<file path="src/common/arcade_ctrl_cfg.svh">
// Arcade controller front end configuration
// Frame geometry of the joystick shifter and power-on warm-up length

`ifndef ARCADE_CTRL_CFG_SVH
`define ARCADE_CTRL_CFG_SVH

// ena_x cycles per joystick frame, load slot included
`define ARC_FRAME_SLOTS 26

// First slot with a data bit, slots 2 to 25 carry 24 bits
`define ARC_FIRST_SLOT 2

// Power-on delay after PLL lock, fits the 8-bit slot counter
`define ARC_WARMUP_CYCLES 256

`endif

</file>
<file path="src/common/arcade_ctrl_pkg.sv">
// Arcade controller front end shared types
// Pad word layout, sequencer states and the slot-to-bit map entry
// used by the joystick reader and the control mapping

package arcade_ctrl_pkg;

  // One 12-button pad, all buttons active low
  typedef struct packed {
    logic menu;    // 11
    logic aux_c;   // 10
    logic coin;    // 9
    logic start;   // 8
    logic aux_b;   // 7
    logic aux_a;   // 6
    logic fire2;   // 5
    logic fire1;   // 4
    logic up;      // 3
    logic down;    // 2
    logic left;    // 1
    logic right;   // 0
  } joy_word_t;

  // Bit positions inside joy_word_t
  typedef enum logic [3:0] {
    JB_RIGHT = 4'd0,
    JB_LEFT  = 4'd1,
    JB_DOWN  = 4'd2,
    JB_UP    = 4'd3,
    JB_FIRE1 = 4'd4,
    JB_FIRE2 = 4'd5,
    JB_AUX_A = 4'd6,
    JB_AUX_B = 4'd7,
    JB_START = 4'd8,
    JB_COIN  = 4'd9,
    JB_AUX_C = 4'd10,
    JB_MENU  = 4'd11
  } joy_bit_e;

  // Joystick shifter sequencer
  typedef enum logic [1:0] {
    WARMUP = 2'd0,
    LOAD   = 2'd1,
    SHIFT  = 2'd2
  } seq_state_t;

  // Slot number inside one frame
  typedef logic [4:0] slot_t;

  // Where the bit of one slot lands
  typedef struct packed {
    logic     hit;     // Slot carries pad data
    logic     pad_b;   // 0 = pad A, 1 = pad B
    joy_bit_e idx;
  } slot_map_t;

endpackage

</file>
<file path="src/common/joy_bus_if.sv">
// Joystick reader internal bus
// Slot position and frame control between sequencer, slot timer
// and capture. Plain levels and one-cycle pulses

`timescale 1ns/1ps

interface joy_bus_if;
  import arcade_ctrl_pkg::*;

  slot_t slot;        // Current slot, from the timer
  logic  wrap;        // Terminal count reached
  logic  clear;       // Force the timer back to 0
  logic  frame_mode;  // Count frame slots, else warm-up cycles
  logic  sample_en;   // Data slot, capture joy_data
  logic  publish;     // Last slot, frame complete

  modport seq (
    input  slot, wrap,
    output clear, frame_mode, sample_en, publish
  );

  modport timer (
    input  clear, frame_mode,
    output slot, wrap
  );

  modport capture (
    input  slot, sample_en, publish
  );

endinterface

</file>
<file path="src/hdl/arcade_ctrl_top.sv">
// Arcade controller front end
// Serial joystick reader plus control mapping for the arcade core.
// Warm-up after PLL lock, then one pad frame every 26 ena_x cycles

`timescale 1ns/1ps

module arcade_ctrl_top (
  input  logic       ena_x,
  input  logic       pll_lckd,
  input  logic       joy_data,
  input  logic [1:0] btn,
  input  logic       key_reset,
  input  logic       master_reset,
  input  logic       key_mode,
  input  logic       video_toggle,
  input  logic [1:0] scandbl_ctrl,   // From the scan doubler register
  output logic       joy_load,
  output logic [5:0] stick_a,
  output logic [5:0] stick_b,
  output logic [1:0] start,
  output logic [1:0] coin,
  output logic       machine_reset,
  output logic       reboot,
  output logic       tv15khz_mode,
  output logic [1:0] led
);
  import arcade_ctrl_pkg::*;

  joy_word_t pad_a;
  joy_word_t pad_b;
  logic      warming;

  joy_bus_if bus ();

  ////////////////////////////////////////////////////////////////////////////
  // Joystick reader
  ////////////////////////////////////////////////////////////////////////////

  joy_sequencer joy_sequencer_i (
    .ena_x    (ena_x),
    .pll_lckd (pll_lckd),
    .bus      (bus.seq),
    .joy_load (joy_load),
    .warming  (warming)
  );

  joy_slot_timer joy_slot_timer_i (
    .ena_x    (ena_x),
    .pll_lckd (pll_lckd),
    .bus      (bus.timer)
  );

  joy_capture joy_capture_i (
    .ena_x    (ena_x),
    .pll_lckd (pll_lckd),
    .bus      (bus.capture),
    .joy_data (joy_data),
    .pad_a    (pad_a),
    .pad_b    (pad_b)
  );

  // Machine side
  control_map control_map_i (
    .ena_x         (ena_x),
    .pll_lckd      (pll_lckd),
    .pad_a         (pad_a),
    .pad_b         (pad_b),
    .warming       (warming),
    .btn           (btn),
    .key_reset     (key_reset),
    .master_reset  (master_reset),
    .key_mode      (key_mode),
    .video_toggle  (video_toggle),
    .scandbl_ctrl  (scandbl_ctrl),
    .stick_a       (stick_a),
    .stick_b       (stick_b),
    .start         (start),
    .coin          (coin),
    .machine_reset (machine_reset),
    .reboot        (reboot),
    .tv15khz_mode  (tv15khz_mode),
    .led           (led)
  );

endmodule

</file>
<file path="src/hdl/control_map.sv">
// Machine control mapping
// Turns the published pad words, board buttons and keyboard switches
// into the arcade machine's control inputs, one register stage

`timescale 1ns/1ps

module control_map (
  input  logic                       ena_x,
  input  logic                       pll_lckd,
  input  arcade_ctrl_pkg::joy_word_t pad_a,
  input  arcade_ctrl_pkg::joy_word_t pad_b,
  input  logic                       warming,
  input  logic [1:0]                 btn,           // Board buttons, active low
  input  logic                       key_reset,
  input  logic                       master_reset,
  input  logic                       key_mode,
  input  logic                       video_toggle,
  input  logic [1:0]                 scandbl_ctrl,
  output logic [5:0]                 stick_a,
  output logic [5:0]                 stick_b,
  output logic [1:0]                 start,
  output logic [1:0]                 coin,
  output logic                       machine_reset,
  output logic                       reboot,
  output logic                       tv15khz_mode,
  output logic [1:0]                 led
);

  ////////////////////////////////////////////////////////////////////////////
  // Player controls
  ////////////////////////////////////////////////////////////////////////////

  always_ff @(posedge ena_x or negedge pll_lckd) begin
    if (!pll_lckd) begin
      stick_a <= '1;
      stick_b <= '1;
      start   <= '1;
      coin    <= '1;
    end else begin
      stick_a <= pad_a[5:0];                     // Fire2 down to right
      stick_b <= pad_b[5:0];
      start   <= {pad_b.start, pad_a.start};
      coin    <= {pad_b.coin, pad_a.coin & btn[0]};   // btn[0] doubles as coin 1
    end
  end

  ////////////////////////////////////////////////////////////////////////////
  // Machine and board controls
  ////////////////////////////////////////////////////////////////////////////

  always_ff @(posedge ena_x or negedge pll_lckd) begin
    if (!pll_lckd) begin
      machine_reset <= 1'b1;   // Machine held until warm-up ends
      reboot        <= 1'b0;
      tv15khz_mode  <= 1'b0;
      led           <= 2'b00;
    end else begin
      machine_reset <= warming | key_reset | ~pad_a.menu | ~btn[1];
      reboot        <= master_reset | ~pad_b.menu;
      // 15 kHz unless the scan doubler is on, toggle from keyboard
      tv15khz_mode  <= ~scandbl_ctrl[1] ^ video_toggle;
      led[0]        <= key_mode;
      led[1]        <= scandbl_ctrl[0] ^ video_toggle;   // RGB or VGA
    end
  end

endmodule

</file>
<file path="src/joy_reader/joy_capture.sv">
// Joystick bit capture
// Serial shifter bits go into shadow pad words, slot by slot.
// At the end of each frame both pads are published in one go

`timescale 1ns/1ps

module joy_capture (
  input  logic ena_x,
  input  logic pll_lckd,
  joy_bus_if.capture bus,
  input  logic joy_data,
  output arcade_ctrl_pkg::joy_word_t pad_a,
  output arcade_ctrl_pkg::joy_word_t pad_b
);
  import arcade_ctrl_pkg::*;

  joy_word_t shadow_a;
  joy_word_t shadow_b;
  joy_word_t shadow_a_nxt;
  joy_word_t shadow_b_nxt;
  slot_map_t map;

  ////////////////////////////////////////////////////////////////////////////
  // Slot map of the board shifter
  ////////////////////////////////////////////////////////////////////////////

  function automatic slot_map_t map_slot(input slot_t s);
    slot_map_t m;
    logic      pb;
    m  = '{hit: 1'b0, pad_b: 1'b0, idx: JB_RIGHT};
    pb = (s >= 5'd10) && (s <= 5'd21);   // Middle of the frame is pad B
    case (s)
      5'd2, 5'd10:  m = '{hit: 1'b1, pad_b: pb, idx: JB_START};
      5'd3, 5'd11:  m = '{hit: 1'b1, pad_b: pb, idx: JB_AUX_A};
      5'd4, 5'd12:  m = '{hit: 1'b1, pad_b: pb, idx: JB_FIRE2};
      5'd5, 5'd13:  m = '{hit: 1'b1, pad_b: pb, idx: JB_FIRE1};
      5'd6, 5'd14:  m = '{hit: 1'b1, pad_b: pb, idx: JB_UP};
      5'd7, 5'd15:  m = '{hit: 1'b1, pad_b: pb, idx: JB_DOWN};
      5'd8, 5'd16:  m = '{hit: 1'b1, pad_b: pb, idx: JB_LEFT};
      5'd9, 5'd17:  m = '{hit: 1'b1, pad_b: pb, idx: JB_RIGHT};
      5'd18, 5'd22: m = '{hit: 1'b1, pad_b: pb, idx: JB_AUX_C};
      5'd19, 5'd23: m = '{hit: 1'b1, pad_b: pb, idx: JB_MENU};
      5'd20, 5'd24: m = '{hit: 1'b1, pad_b: pb, idx: JB_COIN};
      5'd21, 5'd25: m = '{hit: 1'b1, pad_b: pb, idx: JB_AUX_B};
      default:      m.hit = 1'b0;             // Load and idle slots
    endcase
    return m;
  endfunction

  assign map = map_slot(bus.slot);

  ////////////////////////////////////////////////////////////////////////////
  // Shadow words
  ////////////////////////////////////////////////////////////////////////////

  always_comb begin
    shadow_a_nxt = shadow_a;
    shadow_b_nxt = shadow_b;
    if (bus.sample_en && map.hit) begin
      if (map.pad_b) begin
        shadow_b_nxt[map.idx] = joy_data;
      end else begin
        shadow_a_nxt[map.idx] = joy_data;
      end
    end
  end

  // Filled slot by slot during the frame
  always_ff @(posedge ena_x or negedge pll_lckd) begin
    if (!pll_lckd) begin
      shadow_a <= '1;
      shadow_b <= '1;
    end else begin
      shadow_a <= shadow_a_nxt;
      shadow_b <= shadow_b_nxt;
    end
  end

  // Published words, last bit of the frame included
  always_ff @(posedge ena_x or negedge pll_lckd) begin
    if (!pll_lckd) begin
      pad_a <= '1;   // Nothing pressed
      pad_b <= '1;
    end else if (bus.publish) begin
      pad_a <= shadow_a_nxt;
      pad_b <= shadow_b_nxt;
    end
  end

endmodule

</file>
<file path="src/joy_reader/joy_sequencer.sv">
// Joystick shifter sequencer
// Holds the board in warm-up after PLL lock, then runs back to back
// frames of one load slot followed by the shift slots

`timescale 1ns/1ps

`include "arcade_ctrl_cfg.svh"

module joy_sequencer (
  input  logic ena_x,
  input  logic pll_lckd,
  joy_bus_if.seq bus,
  output logic joy_load,   // Active low shifter load
  output logic warming
);
  import arcade_ctrl_pkg::*;

  localparam slot_t FIRST_SLOT = slot_t'(`ARC_FIRST_SLOT);

  seq_state_t state;
  seq_state_t state_nxt;

  ////////////////////////////////////////////////////////////////////////////
  // State register and next state
  ////////////////////////////////////////////////////////////////////////////

  always_ff @(posedge ena_x or negedge pll_lckd) begin
    if (!pll_lckd) begin
      state <= WARMUP;
    end else begin
      state <= state_nxt;
    end
  end

  always_comb begin
    state_nxt = state;
    case (state)
      WARMUP: begin
        if (bus.wrap) begin
          state_nxt = LOAD;   // Delay expired
        end
      end
      LOAD: begin
        state_nxt = SHIFT;    // Load lasts one slot
      end
      SHIFT: begin
        if (bus.wrap) begin
          state_nxt = LOAD;   // Next frame starts right away
        end
      end
      default: begin
        state_nxt = WARMUP;
      end
    endcase
  end

  ////////////////////////////////////////////////////////////////////////////
  // Decoded controls
  ////////////////////////////////////////////////////////////////////////////

  // Leaving warm-up starts the frame count at slot 0
  assign bus.clear      = (state == WARMUP) && bus.wrap;
  assign bus.frame_mode = (state != WARMUP);

  assign bus.sample_en  = (state == SHIFT) && (bus.slot >= FIRST_SLOT);
  assign bus.publish    = (state == SHIFT) && bus.wrap;   // Slot 25

  assign joy_load = (state != LOAD);
  assign warming  = (state == WARMUP);

endmodule

</file>
<file path="src/joy_reader/joy_slot_timer.sv">
// Joystick slot timer
// One 8-bit counter serves both the power-on warm-up and the frame
// slots. wrap marks the terminal count of the current mode

`timescale 1ns/1ps

`include "arcade_ctrl_cfg.svh"

module joy_slot_timer (
  input  logic ena_x,
  input  logic pll_lckd,
  joy_bus_if.timer bus
);

  localparam logic [7:0] FRAME_TC  = 8'(`ARC_FRAME_SLOTS - 1);
  localparam logic [7:0] WARMUP_TC = 8'(`ARC_WARMUP_CYCLES - 1);

  logic [7:0] count;
  logic [7:0] term_count;

  assign term_count = bus.frame_mode ? FRAME_TC : WARMUP_TC;
  assign bus.wrap   = (count == term_count);

  always_ff @(posedge ena_x or negedge pll_lckd) begin
    if (!pll_lckd) begin
      count <= 8'd0;
    end else if (bus.clear || bus.wrap) begin
      count <= 8'd0;
    end else begin
      count <= count + 8'd1;
    end
  end

  // Frame slots never exceed 25, low bits are enough
  assign bus.slot = count[4:0];

endmodule

</file>
<file path="config.mk">
export PLATFORM = sky130hd
export DESIGN_NAME = arcade_ctrl_top
export DESIGN_NICKNAME = d
export VERILOG_FILES = /design/src/common/arcade_ctrl_pkg.sv /design/src/common/joy_bus_if.sv /design/src/hdl/arcade_ctrl_top.sv /design/src/hdl/control_map.sv /design/src/joy_reader/joy_capture.sv /design/src/joy_reader/joy_sequencer.sv /design/src/joy_reader/joy_slot_timer.sv
export VERILOG_INCLUDE_DIRS = /design/src /design/src/common
export SDC_FILE = /design/constraint.sdc
export NUM_CORES = 1
export LEC_CHECK = 0
export CORE_AREA = 2 2 82 84
export CTS_BUF_LIST = sky130_fd_sc_hd__clkbuf_8
export DETAILED_ROUTE_END_ITERATION = 8
export DIE_AREA = 0 0 84 86
export DONT_BUFFER_PORTS = 1
export GPL_ROUTABILITY_DRIVEN = 1
export PLACE_DENSITY_LB_ADDON = 0.08
export SETUP_SLACK_MARGIN = 0.3
export SYNTH_ARGS = -nofsm -noshare
export SYNTH_HDL_FRONTEND = slang
export SYNTH_SLANG_ARGS = --single-unit
</file>
<file path="constraint.sdc">
create_clock -name ena_x -period 3.04 [get_ports ena_x]
set_clock_uncertainty 0.15 [all_clocks]
set_input_delay 0.152 -clock ena_x [delete_from_list [all_inputs] [get_ports ena_x]]
set_output_delay 0.152 -clock ena_x [all_outputs]
set_load 0.02 [all_outputs]
</file>
==> summary.txt <==
Outcome
  – Run status: finished, final reports clean

Timing
  – Max-slew headroom: about three fifths
  – Max Fclk: about 400 MHz
  – Period utilization: between 80% and 90%
  – Final hold viol count: 0
  – Final min period: between 2000 and 3000 ps
  – Setup slack after layout: 473 ps
  – Final TNS setup: 0 ps
  – Final setup viols: 0
  – RSZ-0062 raised after global routing: no
  – Slew @ Worst Pin: between 600 and 700 ps
  – Fin. max-slew vios: 0

Setup path
  – CP startpoint kind: register
  – Crit path from: joy_slot_timer_i.count[0]$_DFF_PN0_
  – Worst r2r src: joy_slot_timer_i.count[0]$_DFF_PN0_
  – CP arrival: around 2700 ps
  – Crit path capture type: register
  – WP data required: around 3200 ps
  – CP max FO: 8
  – Critical path type: reg2reg

Synth
  – Top post-synthesis cells by area: dfstp_2, dfrtp_1, nand2_1
  – Mapped Nets: 295
  – Synthesis Warnings: 0
  – Ys async rst share: 100%
  – Post-synth design cell area: just over 3000 um^2
  – Synthesized area per cell: roughly 11 um^2
  – Seq/Total Area, Yosys: 57.1%
  – Top FF cell, synth: dfstp_2
  – Register bit count reported by yosys: 67
  – Most frequent cell after synthesis: dfstp_2
  – Synth top cells by count: dfstp_2, nand2_1, o21ai_0
  – Synth cell types: 50
  – Post-synth top area share: 45.7%
  – Synth Instances: roughly 280
  – Number of synthesized flops with an enable pin: 0
  – Area leader, netlist: dfstp_2

Floorplan
  – Die height: between 80 and 90 um
  – Std cell rows: 29
  – Initial Util: 48.6%
  – Die ar.: ~7200 um^2
  – Die Wd: 84 um
  – Placeable Area: about 6300 um^2
  – IO Count: 33

Route
  – Routed wire per std cell: 15.4 um
  – Drt total wl: between 5 and 6 mm
  – Drt via density: between 5 and 6
  – DRC Markers: 0
  – Final ANT Viol Nets: 0
  – Starting DRT DRC Count: between 100 and 150
  – DRT Pass-1 Iters: 4
  – Vias: about 2,000

Global routing
  – Overflow after GRT: 0
  – First-pass GRT wire length: around 10 mm
  – Number of global-route vias before repair: ~2,000
  – GR Util All Layers: about 18%
  – Antenna violations before repair: 0
  – Largest net degree at the start of global routing: a little under 70

Place
  – Place WS: 443 ps
  – Placer Congestion: 0.830
  – IO buf count: 0
  – DP Cell Count: 348
  – DP HPWL: ~3.8 mm

Final layout
  – Layout cells sized above 1: 31.9%
  – Final non-filler cell total: around 380
  – Fin util: 54.7%
  – # diodes: 0
  – Storage element area: around 1700 um^2
  – # fillers: between 500 and 600
  – Area growth, synth to finish: 12.6%
  – # nets final: 310
  – Area of the multi-input gates: 1190 um^2

Pwr
  – Power Density: ~480 nW/um^2
  – Lkg Pwr: approximately 0.0014 uW
  – Sequential share of power: 55.3%
  – Logic pwr share: roughly 2.4%
  – Switching share of power: between 20% and 30%
  – P_int: approximately 1300 uW
  – Maximum vdd ir drop: 0.282 mV
  – P_sw: between 300 and 400 uW
  – Clk pwr share: approximately 42%

Clocking
  – Worst-Skew Late Latency: approximately 330 ps
  – CTS tree: done
  – Clock transition at the registers of the reported paths: 80 ps
  – Root Buffer Master: clkbuf_8
  – CTS Sinks: 67
  – Num CTS Buffers: 9
  – Setup Fix Bufs, Post-CTS: 0
  – H-Tree Depth: 3
  – Clock Path Buffers: 2

Worst hold path
  – Hold Path Class: in2reg
  – Min-delay src: joy_data

Flow run
  – Maximum Capacitance Violations: 0
## placed cells by master (no fill, tap or decap), types with 3 or more instances in the layout
master / count
nand3_1: 5
or4_1: 3
dfstp_2: 53
nor2_1: 14
nor2b_1: 6
nand2_1: 47
and2_1: 4
o21ai_1: 5
nand2b_1: 6
a31oi_1: 3
xor2_1: 5
nor3_1: 5
buf_4: 7
dlygate4sd3_1: 11
clkbuf_8: 9
ha_1: 5
inv_1: 7
xnor2_1: 3
or3_1: 3
o31ai_1: 15
dfrtp_1: 12
a21oi_1: 4
o21ai_0: 20
## power by group through the flow
stage | Clock [uW] | Combinational [uW] | Sequential [uW]
global route | 751 | 44.5 | 906
finish | 693 | 38.6 | 906
detailed placement | 0 | 6.27 | 921
floorplan | 0 | 5.16 | 920
global placement | 0 | 6.40 | 921
CTS | 718 | 40.3 | 906
## critical path, cell delays in order (launching register included)
cell	delay (ps)
dfrtp_2	460
ha_1	220
and3_2	200
ha_1	210
a221o_1	310
a31oi_1	300
nor3_2	80
mux2_4	320
mux2_4	250
## through the flow
| stage | total power, uW | hold slack [ps] | area (um^2) |
|---|---|---|---|
| final | 1640 | 175 | 3440 |
| after global routing | 1700 | 213 | 3440 |
| after detailed placement | 927 | -292 | 3110 |
| after floorplan | 925 | -294 | 3050 |
| after global placement | 927 | -292 | 3110 |
| after CTS | 1660 | 172 | 3430 |
## final timing paths
| check | end | slack, ps | cells after the start |
|---|---|---|---|
| min in group asynchronous | control_map_i.led[0]$_DFF_PN0_ | 200 | 2 |
| hold reg to reg | control_map_i.stick_b[5]$_DFF_PN1_ | 220 | 0 |
| setup / recovery | joy_capture_i.pad_a[11]$_DFFE_PN1P_ | 470 | 8 |
| max in group asynchronous | control_map_i.stick_a[0]$_DFF_PN1_ | 2220 | 2 |
| setup reg to reg | joy_capture_i.pad_a[11]$_DFFE_PN1P_ | 470 | 8 |
| hold / removal | joy_capture_i.shadow_b[2]$_DFF_PN1_ | 170 | 2 |
## sequential cells by signal, indices dropped and copies added (netlist names), 6 cells and up
signal / flops
joy_capture_i.pad_b: 9
joy_capture_i.shadow_a: 9
control_map_i.stick_b: 6
joy_slot_timer_i.count: 8
joy_capture_i.shadow_b: 9
joy_capture_i.pad_a: 9
control_map_i.stick_a: 6
## routing by layer
layer,GRT usage (%),up-vias,share of wire [%]
met5,0,-,0
met4,7.48,0,0.71
met3,3.75,4,2.5
met2,28.4,35,49
met1,24.2,993,48
li1,-,1003,-
## kinds of logic (layout without fill, tap and decap cells)
group | after synthesis | after routing | share of synthesized area, %
adders and majority gates | 5 | 5 | 2.05
AOI/OAI and AO/OA | 65 | 65 | 15.4
and+or+nand+nor | 108 | 108 | 17.7
DFF | 67 | 67 | 57.1
xor gates and xnor gates | 8 | 8 | 2.30
buffers and inverters | 23 | 42 | 4.06
muxes | 3 | 3 | 1.35
## what timing repair did
action / CTS / global route
setup endpoints to repair: 0 / 5
hold endpoints to repair: 76 / 0
hold buffers: 12 / 0
resized for setup: 0 / 4
## layout make-up
type	count	share of cell area [%]
clock buffers	9	3.61
clock inverters	6	1.71
inverters	8	0.874
multi-input cells	189	34.7
flip-flops and latches	67	50.8
well taps	77	2.80
repair buffers	19	5.54
Note: power is estimated with default switching activity, not from simulation.
